==> src/lsq_cfg.svh <==
`ifndef LSQ_CFG_SVH
`define LSQ_CFG_SVH

// Address and data width
`define XLEN 32

// Store queue depth, kept a power of two so indices wrap on their own
`define SQ_LEN 8
`define SQ_IDX_BITS 3

// Stores dispatched per cycle from decode
`define N 2

// Backing memory depth in words
`define MEM_WORDS 64
`define MEM_IDX_BITS 6

`endif

==> src/lsq_pkg.sv <==
`include "lsq_cfg.svh"

package lsq_pkg;

    typedef logic [`XLEN-1:0] addr_t;
    typedef logic [`XLEN-1:0] data_t;
    typedef logic [`SQ_IDX_BITS-1:0] sq_idx_t;
    typedef logic [`SQ_IDX_BITS:0] sq_cnt_t;

    // RISC-V funct3, bit 2 is unsigned, bits 1:0 the size
    typedef logic [2:0] mem_func_t;
    typedef logic [3:0] byte_en_t;

    localparam logic [1:0] SIZE_BYTE = 2'b00;
    localparam logic [1:0] SIZE_HALF = 2'b01;
    localparam logic [1:0] SIZE_WORD = 2'b10;

    // Decode allocation slot
    typedef struct packed {
        logic      valid;
        mem_func_t func;
    } id_sq_t;

    // Store unit result, address still split as base plus offset
    typedef struct packed {
        logic        valid;
        addr_t       base;
        logic [11:0] offset;
        data_t       data;
        sq_idx_t     sq_idx;
    } rs_sq_t;

    typedef struct packed {
        logic      valid;
        logic      ready;
        mem_func_t func;
        addr_t     addr;
        data_t     data;
    } sq_entry_t;

    // Data is already replicated across the enabled lanes
    typedef struct packed {
        logic     valid;
        addr_t    addr;
        data_t    data;
        byte_en_t byte_en;
    } store_req_t;

    typedef struct packed {
        logic      valid;
        addr_t     addr;
        mem_func_t func;
        sq_idx_t   tail_store;
    } load_req_t;

    typedef struct packed {
        byte_en_t byte_valid;
        data_t    data;
    } fwd_t;

    typedef struct packed {
        logic  valid;
        data_t data;
    } load_rsp_t;

endpackage

==> src/load_merge.sv <==
`include "lsq_cfg.svh"

module load_merge
    import lsq_pkg::*;
(
    input  logic      clock,
    input  logic      reset,
    input  load_req_t load_req,
    input  fwd_t      fwd,
    input  data_t     mem_data,
    output load_rsp_t load_rsp
);

    data_t merged;
    data_t shifted;
    data_t result;

    // Forwarded bytes take priority over memory
    always_comb begin
        for (int b = 0; b < 4; b++) begin
            if (fwd.byte_valid[b]) begin
                merged[8*b +: 8] = fwd.data[8*b +: 8];
            end else begin
                merged[8*b +: 8] = mem_data[8*b +: 8];
            end
        end
    end

    // Move the addressed bytes down to bit 0
    assign shifted = merged >> {load_req.addr[1:0], 3'b000};

    always_comb begin
        case (load_req.func[1:0])
            SIZE_BYTE: begin
                if (load_req.func[2]) begin
                    result = {24'h0, shifted[7:0]};
                end else begin
                    result = {{24{shifted[7]}}, shifted[7:0]};
                end
            end
            SIZE_HALF: begin
                if (load_req.func[2]) begin
                    result = {16'h0, shifted[15:0]};
                end else begin
                    result = {{16{shifted[15]}}, shifted[15:0]};
                end
            end
            SIZE_WORD: result = shifted;
            default:   result = shifted;
        endcase
    end

    // Response one cycle after the request
    always_ff @(posedge clock) begin
        if (reset) begin
            load_rsp.valid <= 1'b0;
        end else begin
            load_rsp.valid <= load_req.valid;
        end
        if (load_req.valid) begin
            load_rsp.data <= result;
        end
    end

endmodule

==> config.mk <==
export PLATFORM = sky130hd
export DESIGN_NAME = load_merge
export DESIGN_NICKNAME = d
export VERILOG_FILES = /design/src/lsq_pkg.sv /design/src/load_merge.sv
export VERILOG_INCLUDE_DIRS = /design/src
export SDC_FILE = /design/constraint.sdc
export NUM_CORES = 1
export LEC_CHECK = 0
export ABC_CLOCK_PERIOD_IN_PS = 3200
export BUFFER_PORTS_ARGS = -buffer_cell sky130_fd_sc_hd__buf_2
export CAP_MARGIN = 20
export CELL_PAD_IN_SITES_DETAIL_PLACEMENT = 1
export CELL_PAD_IN_SITES_GLOBAL_PLACEMENT = 1
export CORE_MARGIN = 5
export CORE_UTILIZATION = 32
export DETAILED_ROUTE_END_ITERATION = 6
export PLACE_DENSITY = 0.9
export SKIP_CTS_REPAIR_TIMING = 1
export SYNTH_ARGS = -nofsm -noshare
export SYNTH_HDL_FRONTEND = slang
export SYNTH_SLANG_ARGS = --single-unit
==> constraint.sdc <==
create_clock -name clock -period 3.2 [get_ports clock]
set_input_delay 0.96 -clock clock [delete_from_list [all_inputs] [get_ports clock]]
set_output_delay 0.96 -clock clock [all_outputs]
set_load 0.02 [all_outputs]
### After elaboration in Yosys (flattened, before gate mapping)

Cells that the tools add are included.

* register bits: 33
* output and inout bits: 33
* word-level logic and storage cells: 12

* shifts and indexed selects: 1
* reduce and logical (&&, ||, !) cells: 1
* equality and inequality tests: 1
* muxes and demuxes: 7

Operator list (count)
* two-way mux 32 bit: 2
* case mux 32 bit (2 select lines): 1
* two-way mux 8 bit: 4
* >> shifter 32 x 5 -> 32 bit: 1
* equality test 2 x 1 -> 1 bit (second input constant): 1
* logical NOT 2 bit: 1

### Logic depth before layout (Yosys ltp)

* depth after elaboration: 4
* mapped depth: 7
* mapped depth without buffers: 4

### Worst setup path after synthesis

No wires, ideal clock.

* path type: in2reg
* start: input fwd[34] in the netlist's numbering
* end: register load_rsp[23] in the netlist's numbering (data pin)
* stages: 6
* slack: 972 ps
* path buffers: 2
* arrival time: 1967 ps
* cell sequence: buf_6 mux2_4 o2bb2ai_2 o211ai_4 buf_6 nand3_1

* longest elaborated chain between the ends: 4
* elaborated cells between the ends (all ways): 5

RTL lines
* start: declaration: RTL line load_merge.sv:9 `input fwd_t fwd,`
* two-way mux 8 bit *: RTL line load_merge.sv:21 `if (fwd.byte_valid[b]) begin`
* >> shifter 32 x 5 -> 32 bit *: RTL line load_merge.sv:30 `assign shifted = merged >> {load_req.addr[1:0], 3'b000};`
* two-way mux 32 bit (on tied branches): RTL line load_merge.sv:42, load_merge.sv:35
* case mux 32 bit (2 select lines) *: RTL line load_merge.sv:33 `case (load_req.func[1:0])`
* named net result[23]: RTL line load_merge.sv:16 `data_t result;`
* end: declaration: RTL line load_merge.sv:11 `output load_rsp_t load_rsp`

The timed path passes the listed nets; every way through them passes the cells marked *.
A chain may end at the register's enable or synchronous reset.

### Worst setup path in the final report

* start: input load_req[6] in the netlist's numbering
* end: register load_rsp[13] in the netlist's numbering (data pin)

* longest elaborated chain between the ends: 3
* elaborated cells between the ends (all ways): 4

RTL lines
* start: declaration: RTL line load_merge.sv:8 `input load_req_t load_req,`
* >> shifter 32 x 5 -> 32 bit *: RTL line load_merge.sv:30
* two-way mux 32 bit (on tied branches): RTL line load_merge.sv:42, load_merge.sv:35
* case mux 32 bit (2 select lines) *: RTL line load_merge.sv:33
* named net result[13]: RTL line load_merge.sv:16

Marks and branches as above.

==> impl_metrics.toml <==
[layout]
antenna_cells = 0
layout.cells.non_filler = 366
final_common_cell = "buf_2"
top_register = "load_rsp"
area_growth_pct = 29.53
final_cell_mix = "108 x buf_2, 32 x edfxtp_1, 28 x mux2_2"
drive_above_1_share_pct = 53.85
largest_reg_flops = 33
fillers = 786
nets = 394
largestRegisters = "load_rsp: 33 flops"

[sta]
slew_violations = 0
grt_setup_unrepaired = "false"
slew_headroom_pct = 50.53
report.final.hold_viol_count = 0
report.final.setup_viol = 0
fmax_mhz = 405.4
finalCritPeriodShare_pct = 77.09
tns_ns = 0
tightest_slew_ns = 0.7420
period_needed_ns = 2.467

[logic_synthesis]
synth_top_area_share_pct = 44.47
ys_types = 29
syn_inst = 182
synth_area_mm2 = 0.002161
synth_warnings = 0
syn_avg_cell_area_um2 = 11.87
seq_area_frac_synth_pct = 45.40
synth_area_leader_cell = "edfxtp_1"
synthTopCellsByArea = "edfxtp_1 44%, mux2_2 15%, mux2i_1 10%"
syn_nets = 291
ys_ff_latch = 33

[placement]
dpl.cell_count = 358
place.gp.congestion = 0.8228
portBuffers = 108
place_hpwl_um = 5016

[route]
wl_met2_um = 3121
met1_length_um = 2648
viasPerCell = 4.891
vias = 1790
drtIter0Drc = 44
dr.pass1.iters = 4
maxUsedRoutingLayer = "met4"
ant_nets = 0
drc = 0
routedWlPerCell_um = 17.27
wl_um = 6321
routed-wl-met3_um = 459

[hold_path]
hold_class = "in -> reg"
min_from = "reset"
min_path_cells = 2
hold_end = "load_rsp[32]$_SDFF_PP0_"

[clock_tree]
cts_sinks = 33
cts_root_buf = "clkbuf_8"
htree_num_levels = 2
cts_made_buffers = 5
clkTransAtPathRegs_ns = 0.07
cts_tree = "built"
cts_buffer_depth = 2

[worst_setup_path]
slowest_delay_ns = 0.54
critPathKind = "in -> reg"
crit_chain = "buf_2, nor2b_1, buf_4, a22oi_2, nand4bb_2, o21ai_0"
cp_max_fo = 24
worstSetupEndpointType = "flop"
crit_slowest_cell = "nand4bb_2"
start_kind = "input pin"
worstPathArrival_ns = 2.57
cp_data_required_time_ns = 3.31

[die]
ioPinCount = 142
initial_core_util_pct = 32.34
core_mm2 = 0.006681
rows = 30
fp.dieW_um = 92.18
die_y_um = 92.18
die_area_mm2 = 0.008496

[power_and_ir_drop]
cellLeakagePower_nw = 1.271
ir_drop_mv = 0.1152
clkPwrFrac_pct = 27.2
p_per_area_mw_per_mm2 = 424.9
pwr-share-seq_pct = 45.4
pwr-share-comb_pct = 27.4
switching_share_pct = 29.03
internal-power_mw = 0.8440
total_power_mw = 1.189
power_switching_mw = 0.3453

[status]
status = "completed"

[grt]
grt_antenna_before_repair = 0
gr-total-overflow = 0
grt_pass1_vias = 1971
grt_max_degree = 34
grt_pass1_wl_um = 9908
grt_usage_pct = 14.90

[run]
drv_cap = 0
[power groups by stage]
| stage | sequential, mW | combinational (mW) | clock, mW |
|---|---|---|---|
| after global placement | 0.547 | 0.320 | 0 |
| after detailed placement | 0.550 | 0.329 | 0 |
| after global routing | 0.543 | 0.354 | 0.354 |
| final | 0.540 | 0.326 | 0.323 |
| after floorplan | 0.610 | 0.144 | 0 |
| after CTS | 0.541 | 0.330 | 0.331 |
[cell usage after synthesis, drive strengths merged]
| cell | instances |
|---|---|
| o21ai | 8 |
| nor2 | 11 |
| nand2 | 15 |
| a2bb2oi | 7 |
| nand3 | 16 |
| clkbuf | 1 |
| mux2i | 23 |
| a21oi | 7 |
| nand4bb | 1 |
| a22oi | 1 |
| buf | 15 |
| a2111oi | 1 |
| mux2 | 29 |
| edfxtp | 32 |
| nand2b | 2 |
| o211ai | 2 |
| nor3 | 2 |
| dfxtp | 1 |
| nor2b | 5 |
| nor3b | 1 |
| and2 | 1 |
| o2bb2ai | 1 |
[cells by family (layout without fill, tap and decap cells)]
logic type | count (synthesis) | in the layout | synth area share (%)
multiplexers | 52 | 52 | 26.52
buffers and inverters | 16 | 120 | 5.674
AO/OA/AOI/OAI | 27 | 27 | 10.19
flip-flops | 33 | 33 | 45.40
AND/OR/NAND/NOR | 54 | 54 | 12.22
[worst max path at each step]
stage / start / to / slack [ns] / cells after the start
final: load_req[6] / load_rsp[13]$_DFFE_PP_ / 0.73 / 6
after global routing: load_req[6] / load_rsp[15]$_DFFE_PP_ / 0.64 / 6
after CTS: load_req[6] / load_rsp[14]$_DFFE_PP_ / 0.73 / 6
after detailed placement: load_req[6] / load_rsp[14]$_DFFE_PP_ / 0.46 / 6
after global placement: fwd[32] / load_rsp[15]$_DFFE_PP_ / 0.54 / 5
after floorplan: fwd[34] / load_rsp[23]$_DFFE_PP_ / 0.97 / 6
[worst max-delay path: cells and delay by family]
family | cells | cell delay [ns]
simple gates | 2 | 0.71
buf+inv | 2 | 0.37
compound gates | 2 | 0.52
[layer usage]
metal | vias to the layer above | global-route usage [%]
li1 | 883 | -
met1 | 826 | 18.31
met2 | 73 | 24.94
met3 | 8 | 4.676
met4 | 0 | 4.455
met5 | - | 0
[cell type report]
cell class | instances | area (um2) | area share, %
clock buffers | 8 | 90.09 | 3.219
multi-input cells | 133 | 1057 | 37.77
flip-flops and latches | 33 | 980.9 | 35.05
well taps | 80 | 100.1 | 3.576
repair buffers | 112 | 570.5 | 20.38
[stage by stage]
stage | hold WS [ns] | setup slack (ns) | area (um2) | util, %
after floorplan | 1.032 | 0.9718 | 2161 | -
after global placement | 1.117 | 0.5426 | 2709 | 40.54
after detailed placement | 1.122 | 0.4647 | 2709 | 40.54
after CTS | 0.8275 | 0.7335 | 2799 | 41.89
after global routing | 0.8264 | 0.6400 | 2799 | 41.89
final | 0.8287 | 0.7330 | 2799 | 41.89
(Power assumes the default switching activity.)
