[src/lsq_cfg.svh]
`ifndef LSQ_CFG_SVH
`define LSQ_CFG_SVH

// Address and data width
`define XLEN 32

// Store queue depth, kept a power of two so indices wrap on their own
`define SQ_LEN 8
`define SQ_IDX_BITS 3

// Stores dispatched per cycle from decode
`define N 2

// Backing memory depth in words
`define MEM_WORDS 64
`define MEM_IDX_BITS 6

`endif

[src/lsq_pkg.sv]
`include "lsq_cfg.svh"

package lsq_pkg;

    typedef logic [`XLEN-1:0] addr_t;
    typedef logic [`XLEN-1:0] data_t;
    typedef logic [`SQ_IDX_BITS-1:0] sq_idx_t;
    typedef logic [`SQ_IDX_BITS:0] sq_cnt_t;

    // RISC-V funct3, bit 2 is unsigned, bits 1:0 the size
    typedef logic [2:0] mem_func_t;
    typedef logic [3:0] byte_en_t;

    localparam logic [1:0] SIZE_BYTE = 2'b00;
    localparam logic [1:0] SIZE_HALF = 2'b01;
    localparam logic [1:0] SIZE_WORD = 2'b10;

    // Decode allocation slot
    typedef struct packed {
        logic      valid;
        mem_func_t func;
    } id_sq_t;

    // Store unit result, address still split as base plus offset
    typedef struct packed {
        logic        valid;
        addr_t       base;
        logic [11:0] offset;
        data_t       data;
        sq_idx_t     sq_idx;
    } rs_sq_t;

    typedef struct packed {
        logic      valid;
        logic      ready;
        mem_func_t func;
        addr_t     addr;
        data_t     data;
    } sq_entry_t;

    // Data is already replicated across the enabled lanes
    typedef struct packed {
        logic     valid;
        addr_t    addr;
        data_t    data;
        byte_en_t byte_en;
    } store_req_t;

    typedef struct packed {
        logic      valid;
        addr_t     addr;
        mem_func_t func;
        sq_idx_t   tail_store;
    } load_req_t;

    typedef struct packed {
        byte_en_t byte_valid;
        data_t    data;
    } fwd_t;

    typedef struct packed {
        logic  valid;
        data_t data;
    } load_rsp_t;

endpackage

[src/store_queue.sv]
`include "lsq_cfg.svh"

module store_queue
    import lsq_pkg::*;
(
    input  logic                clock,
    input  logic                reset,
    input  id_sq_t [`N-1:0]     id_sq,
    input  rs_sq_t              rs_sq,
    input  sq_cnt_t             commit_count,
    input  load_req_t           load_req,
    output logic                almost_full,
    output sq_idx_t             tail,
    output sq_idx_t             tail_ready,
    output store_req_t          store_req,
    output fwd_t                fwd
);

    // Byte lanes touched by an access of the given size at the given offset
    function automatic byte_en_t lanes_of(input logic [1:0] offset, input logic [1:0] size);
        byte_en_t lanes;
        case (size)
            SIZE_BYTE: lanes = 4'b0001 << offset;
            SIZE_HALF: lanes = 4'b0011 << {offset[1], 1'b0};
            default:   lanes = 4'b1111;
        endcase
        return lanes;
    endfunction

    // Copy the low bytes into every lane so any lane can be picked
    function automatic data_t replicate(input data_t data, input logic [1:0] size);
        data_t word;
        case (size)
            SIZE_BYTE: word = {4{data[7:0]}};
            SIZE_HALF: word = {2{data[15:0]}};
            default:   word = data;
        endcase
        return word;
    endfunction

    sq_entry_t [`SQ_LEN-1:0] entries;
    sq_entry_t [`SQ_LEN-1:0] next_entries;

    sq_idx_t head;
    sq_idx_t next_head;
    sq_idx_t next_tail;
    sq_cnt_t count;
    sq_cnt_t next_count;
    sq_cnt_t pending;
    sq_cnt_t next_pending;

    // Store unit result, held one cycle before it lands in the entry
    logic    fill_valid;
    sq_idx_t fill_idx;
    addr_t   fill_addr;
    data_t   fill_data;

    sq_entry_t head_entry;
    logic      drain;

    sq_idx_t scan_idx;
    sq_cnt_t ready_run;
    logic    run_open;

    sq_idx_t  fwd_idx;
    byte_en_t fwd_lanes;
    data_t    fwd_word;
    sq_cnt_t  load_older;

    assign almost_full = count > sq_cnt_t'(`SQ_LEN - `N);

    // Drain port to memory
    assign head_entry = entries[head];
    assign drain = head_entry.valid && head_entry.ready && (pending != '0);

    assign store_req.valid   = drain;
    assign store_req.addr    = head_entry.addr;
    assign store_req.data    = replicate(head_entry.data, head_entry.func[1:0]);
    assign store_req.byte_en = lanes_of(head_entry.addr[1:0], head_entry.func[1:0]);

    always_comb begin
        next_entries = entries;
        next_head    = head;
        next_tail    = tail;
        next_count   = count;
        next_pending = pending + commit_count;

        if (drain) begin
            next_entries[head].valid = 1'b0;
            next_entries[head].ready = 1'b0;
            next_head    = head + 1'b1;
            next_count   = next_count - 1'b1;
            next_pending = next_pending - 1'b1;
        end

        // Allocate in slot order at the tail
        if (!almost_full) begin
            for (int i = 0; i < `N; i++) begin
                if (id_sq[i].valid) begin
                    next_entries[next_tail].valid = 1'b1;
                    next_entries[next_tail].ready = 1'b0;
                    next_entries[next_tail].func  = id_sq[i].func;
                    next_tail  = next_tail + 1'b1;
                    next_count = next_count + 1'b1;
                end
            end
        end

        if (fill_valid) begin
            next_entries[fill_idx].ready = 1'b1;
            next_entries[fill_idx].addr  = fill_addr;
            next_entries[fill_idx].data  = fill_data;
        end
    end

    // Length of the oldest run of ready entries
    always_comb begin
        ready_run = '0;
        run_open  = 1'b1;
        for (int i = 0; i < `SQ_LEN; i++) begin
            scan_idx = head + sq_idx_t'(i);
            if (run_open && entries[scan_idx].valid && entries[scan_idx].ready) begin
                ready_run = ready_run + 1'b1;
            end else begin
                run_open = 1'b0;
            end
        end
        tail_ready = head + ready_run[`SQ_IDX_BITS-1:0];
    end

    // Stores older than the load; a snapshot equal to tail means all of them
    assign load_older = (load_req.tail_store == tail) ? count
                                                      : {1'b0, load_req.tail_store - head};

    // Oldest to youngest, so a younger match overwrites per byte
    always_comb begin
        fwd = '0;
        for (int j = 0; j < `SQ_LEN; j++) begin
            fwd_idx   = head + sq_idx_t'(j);
            fwd_lanes = lanes_of(entries[fwd_idx].addr[1:0], entries[fwd_idx].func[1:0]);
            fwd_word  = replicate(entries[fwd_idx].data, entries[fwd_idx].func[1:0]);
            if (load_req.valid && sq_cnt_t'(j) < load_older
                && entries[fwd_idx].valid && entries[fwd_idx].ready
                && entries[fwd_idx].addr[`XLEN-1:2] == load_req.addr[`XLEN-1:2]) begin
                for (int b = 0; b < 4; b++) begin
                    if (fwd_lanes[b]) begin
                        fwd.byte_valid[b]  = 1'b1;
                        fwd.data[8*b +: 8] = fwd_word[8*b +: 8];
                    end
                end
            end
        end
    end

    always_ff @(posedge clock) begin
        if (reset) begin
            head       <= '0;
            tail       <= '0;
            count      <= '0;
            pending    <= '0;
            fill_valid <= 1'b0;
            for (int i = 0; i < `SQ_LEN; i++) begin
                entries[i].valid <= 1'b0;
                entries[i].ready <= 1'b0;
            end
        end else begin
            entries    <= next_entries;
            head       <= next_head;
            tail       <= next_tail;
            count      <= next_count;
            pending    <= next_pending;
            fill_valid <= rs_sq.valid;
        end
        fill_idx  <= rs_sq.sq_idx;
        fill_addr <= rs_sq.base + addr_t'(rs_sq.offset);
        fill_data <= rs_sq.data;
    end

    // The reorder buffer never commits more stores than the queue holds
    a_drain_committed: assert property (@(posedge clock) disable iff (reset)
        store_req.valid |-> (pending != '0) && (pending <= count))
        else $error("store drained without a pending commit");

    a_occupancy: assert property (@(posedge clock) disable iff (reset)
        count <= sq_cnt_t'(`SQ_LEN))
        else $error("store queue occupancy above depth");

    // Every older store must have its address before a load issues
    a_load_issue: assert property (@(posedge clock) disable iff (reset)
        load_req.valid |-> load_older <= ready_run)
        else $error("load issued before older store addresses were known");

endmodule

[config.mk]
export PLATFORM = sky130hd
export DESIGN_NAME = store_queue
export DESIGN_NICKNAME = d
export VERILOG_FILES = /design/src/lsq_pkg.sv /design/src/store_queue.sv
export VERILOG_INCLUDE_DIRS = /design/src
export SDC_FILE = /design/constraint.sdc
export NUM_CORES = 2
export LEC_CHECK = 0
export BUFFER_PORTS_ARGS = -buffer_cell sky130_fd_sc_hd__buf_4
export CAP_MARGIN = 25
export CELL_PAD_IN_SITES_DETAIL_PLACEMENT = 1
export CELL_PAD_IN_SITES_GLOBAL_PLACEMENT = 2
export CORE_MARGIN = 4
export CORE_UTILIZATION = 36
export CTS_CLUSTER_SIZE = 25
export DETAILED_ROUTE_END_ITERATION = 8
export GPL_TIMING_DRIVEN = 0
export PLACE_DENSITY = 0.75
export SLEW_MARGIN = 30
export SYNTH_ARGS = -nofsm -noshare
export SYNTH_HDL_FRONTEND = slang
export SYNTH_SLANG_ARGS = --single-unit
[constraint.sdc]
create_clock -name clock -period 14.2 [get_ports clock]
set_input_delay 2.84 -clock clock [delete_from_list [all_inputs] [get_ports clock]]
set_output_delay 2.84 -clock clock [all_outputs]
set_load 0.02 [all_outputs]
# Word level (Yosys, flattened, before mapping)

Cells that the tools add are included.
Widths: inputs -> output; s select.

Equality and inequality tests: 17
Mux-type cells: 168
Reductions and logical operators: 61
Shifts and indexed selects: 16
Add/sub/neg operators: 24
Order comparisons: 24

Operator list:

| operator            | count |
|---|---|
| $bwmux 552          | 11 |
| $mux 552            | 6 |
| $demux 69 s3        | 11 |
| $bmux 69 s3         | 8 |
| $mux 69             | 11 |
| $pmux 32 s2         | 8 |
| $mux 36             | 8 |
| $mux 68             | 4 |
| $mux 8              | 32 |
| $eq 30x30->1        | 8 |
| $mux 67             | 2 |
| $mux 64             | 1 |
| $pmux 4 s2          | 8 |
| $logic_and 1x1->1   | 52 |
| $lt 3x4->1 const B  | 11 |
| $mux 1              | 40 |
| $add 32x12->32      | 1 |
| $mux 32             | 1 |
| $shl 1x2->4 const A | 8 |
| $shl 2x2->4 const A | 8 |
| $mux 3              | 10 |
| $mux 4              | 7 |
| $add 3x1->3 const B | 9 |
| $eq 2x1->1 const B  | 8 |
| 16 further kinds    | 37 |

Input bits: 133
Output and inout bits: 112
Bits in registers: 634
Logic and storage cells: 358

# Depth between registers and ports, before layout

Depth after elaboration: 26
Gate-level depth with buffers: 38
Gate-level depth less buffers: 26

# Worst setup path before layout

No wires, ideal clock.

Path kind: reg-to-output
Start: reg head[2]
End: out tail_ready[2]
Buffers on the path: 12
Required time: 11,360 ps
Slack: 2,976 ps
Arrival time: 8,384 ps
Cell stages (with the launch flop): 37
Cells stage by stage: dfxtp_1 > buf_2 > buf_2 > inv_2 > buf_1 > buf_4 > buf_1 > clkbuf_1 > buf_1 > ha_1 > clkbuf_1 > buf_2 > buf_2 > buf_2 > buf_1 > mux4_2 > nand2_1 > xor2_1 > inv_1 > ha_1 > mux2i_1 > inv_1 > ha_1 > nor2_1 > a21oi_1 > ha_1 > mux2_2 > ha_1 > mux2_2 > ha_1 > mux2i_1 > nor2_1 > a21oi_1 > fa_1 > xor2_1 > xnor2_1 > xnor2_1

Word-level cells in the longest chain between the ends: 26
Elaborated cells on any way between the ends: 61
Those cells by class: add/sub (15); mux (31); reduce/logical (15)

Ends and longest elaborated chain:

| item                                                 | RTL line           | text |
|---|---|---|
| start: declaration                                   | store_queue.sv:44  | `sq_idx_t head;` |
| start signal: assignment                             | store_queue.sv:168 | `head <= next_head;` |
| branches (longest 25 deep; another with $add 3x1->3) | --                 |  |
| $add 3x3->3 *                                        | store_queue.sv:128 | `` tail_ready = head + ready_run[`SQ_IDX_BITS-1:0]; `` |
| end: declaration                                     | store_queue.sv:14  | `output sq_idx_t tail_ready,` |

Every way passes the cells marked *. The select of a mux whose other input is x is not followed.

# Final worst setup path

Start: reg head[0]
End: out tail_ready[2]

Elaborated cells on any way between the ends: 61
Those cells by class: add/sub (15); mux (31); reduce/logical (15)

RTL lines:

| item                 | RTL line           | text |
|---|---|---|
| $add 3x3->3 *        | --                 |  |
| named net fwd_idx[0] | store_queue.sv:65  | `sq_idx_t fwd_idx;` |
| $bmux 69 s3 *        | store_queue.sv:122 | `if (run_open && entries[scan_idx].valid && entries[scan_idx].ready) begin` |
| $mux 69 *            | --                 |  |
| $logic_and 1x1->1    | store_queue.sv:122 |  |
| $logic_and 1x1->1 *  | store_queue.sv:122 |  |
| $mux 3 *             | store_queue.sv:122 |  |
| $add 3x3->3 *        | store_queue.sv:128 |  |

The timed path passes the listed nets; every way through them passes the cells marked *. The select of a mux whose other input is x is not followed.

==> run_results.csv <==
group,metric,value,unit
route,drt_first_pass_iters,6,
cts,insertion_delay,0.74,ns
grt,grt_antenna_before_repair,71,
final_layout,design_area,63110,um^2
grt,grt_max_degree,20,
route,drc,0,
timing,finalSetupViolations,0,
critical_path,endpoint_kind,"output port",
timing,rsz0062_at_grt,"false",
critical_path,cp_max_fo,19,
final_layout,drive_above_1_share,0.2467,
cts,cts_made_buffers,75,
yosys,synth_top_cell_by_area,"edfxtp_1",
yosys,ys_top_cells_by_area,"edfxtp_1 29%, mux4_2 21%, mux2i_1 8.7%",
floorplanning,ios,245,
critical_path,max_stage_delay,0.58,ns
yosys,synth-edff-count,528,
yosys,synthCells,5031,
timing,hold_viol_final,0,
final_layout,nets,5633,
critical_path,critPathArrivalTime,11.10,ns
route,antenna_left,0,
placement,hpwl,314600,um
yosys,ys_ff_latch,626,
floorplanning,core_area,150100,um^2
yosys,yosysSeqAreaShare,0.3269,
grt,first_global_vias,49960,
yosys,syn_avg_cell_area,10.83,um^2
status,status,"finished clean",
critical_path,start_kind,"flop",
critical_path,r2r_setup_slack,5.96,ns
yosys,synth_cell_types,99,
route,num_vias,54580,
cts,clkTransAtPathRegs,0.06,ns
cts,clock_path_buffers,3,
route,drt-total-wl,386500,um
critical_path,slowest_stage,"dfxtp_1",
floorplanning,dieArea,157700,um^2
cts,cts_num_sinks,626,
job,maxCapViolCount,0,
pwr,leakagePower,22.11,nW
timing,period_minus_slack,13.94,ns
timing,fin_skew,0.06513,ns
timing,fmax,0.07172,GHz
timing,tightestPinTransition,1.186,ns
yosys,synth_flop_cell,"edfxtp_1",
pwr,pwr_density_cell,82.87,nW/um^2
critical_path,critPathMostFrequentCell,"ha_1",
timing,slew_headroom,0.2092,
critical_path,critPathKind,"flop to output port",
placement,dp_slack,0.01794,ns
critical_path,cp.required,11.36,ns
hold_path,min_path_type,"flop to flop",
yosys,yosys.area.top_type_share,0.2909,
placement,place_congestion,1.078,
final_layout,area_delta_synth_final,15.77,%
cts,cts_hold_buf,0,
floorplanning,die_h,397.1,um
route,drt_iter0_drc,10300,
yosys,async_flop_share,0,
final_layout,layout_commonest_cell,"and2_1",
floorplanning,initial_core_util,0.3631,
grt,overflow,0,
timing,tns,0,ns
grt,track_usage,0.4747,
placement,portBuffers,212,
yosys,syn_area,54510,um^2
grt,grt_pass1_wl,493800,um
cts,cts_tree,"done",
timing,slew_viol_final,0,
placement,placed_area,60300,um^2
final_layout,final_cell_mix,"547 x and2_1, 528 x edfxtp_1, 498 x mux4_2, 491 x nand2_1, 464 x mux2i_1",
timing,finalCritPeriodShare,0.9820,
pwr,ir_drop,0.1083,mV
yosys,synth_nets,5204,
yosys,yosysWarnings,0,
cts,cts_root_buffer,"clkbuf_16",
timing,whs,0.4879,ns
route,avgViaCountPerCell,7.181,
timing,worst_slack,0.2561,ns
floorplanning,die_w,397.1,um
route,post_drt_wl_per_cell,50.85,um
floorplanning,core.rowCount,142,
cts,h-tree-depth,3,
-- cells by family (layout without fill, tap and decap cells) --
group	Yosys count	in the layout	share of synthesized area
flip-flops	626	626	0.3269
AO/OA/AOI/OAI	866	866	0.1057
XOR/XNOR	266	266	0.04299
buffers and inverters	516	1006	0.04393
other	0	64	0
adder cells (fa/ha/maj)	40	40	0.009732
AND/OR/NAND/NOR	1655	1655	0.1566
multiplexers	1062	1062	0.3142
-- through the flow --
stage / instances / util / total power [W]
floorplan: 5031 / - / 0.002633
global placement: 7259 / 0.3905 / 0.003106
detailed placement: 7399 / 0.4017 / 0.003124
CTS: 7535 / 0.4189 / 0.005163
global route: 7543 / 0.4194 / 0.005321
finish: 7601 / 0.4204 / 0.005230
-- layout make-up --
class                           instances  area, um^2
Fill cell                           16360       87020
Multi-Input combinational cell       3889       34480
Sequential cell                       626       17820
Timing Repair Buffer                  354        3022
Tap cell                             2016        2522
Buffer                                419        2160
Clock buffer                           97        2032
Clock inverter                         41       558.0
Inverter                               95       359.1
Antenna cell                           64       160.2
-- power by group --
group,total [W],switching (W),internal [W]
Clock,0.00208,0.000921,0.00116
Combinational,0.00104,0.000725,0.000313
Sequential,0.00211,0.0000846,0.00202
-- synth_stat cells, types with 80 or more instances --
cell type / instances
a21oi_1: 193
and2_1: 547
buf_2: 92
clkbuf_1: 214
dfxtp_1: 98
edfxtp_1: 528
inv_1: 83
mux2_2: 80
mux2i_1: 472
mux4_2: 498
nand2_1: 491
nor2_1: 250
o21ai_0: 178
xnor2_1: 217
-- final timing paths --
check,startpoint,endpoint,cells after the start
max,head[0],tail_ready[2],37
min,entries[68],entries[68],2
max reg2reg,head[0],head[1],19
min reg2reg,entries[68],entries[68],2
-- repair_timing --
item | in CTS | in global routing
resized for setup | 3 | 7
setup buffers | 0 | 0
endpoints found under the setup margin | 2 | 2
pin swaps | 0 | 0
-- worst max-delay path: cells and delay by family (launching register included) --
kind                       cells  cell delay [ns]
and+or+nand+nor                3             0.40
AOI/OAI and AO/OA              2             0.12
adders and majority gates      8             2.73
muxes                          5             1.32
buffers and inverters         15             4.30
xor gates and xnor gates       4             0.79
DFF                            1             0.58
-- metal layers --
metal	global-route usage	share of wire	vias to the layer above
li1	-	-	20210
met1	0.6287	0.39	28170
met2	0.6011	0.37	5228
met3	0.3105	0.18	914
met4	0.1846	0.047	64
met5	0.01478	0.0023	-
-- flip-flops by register name, summed over array words and instances, names as in the netlist --
| name | flops |
|---|---|
| fill_addr | 32 |
| tail | 3 |
| fill_idx | 3 |
| fill_data | 32 |
| fill_valid | 1 |
| entries | 544 |
| pending | 4 |
| count | 4 |
| head | 3 |
(Power assumes the default switching activity.)
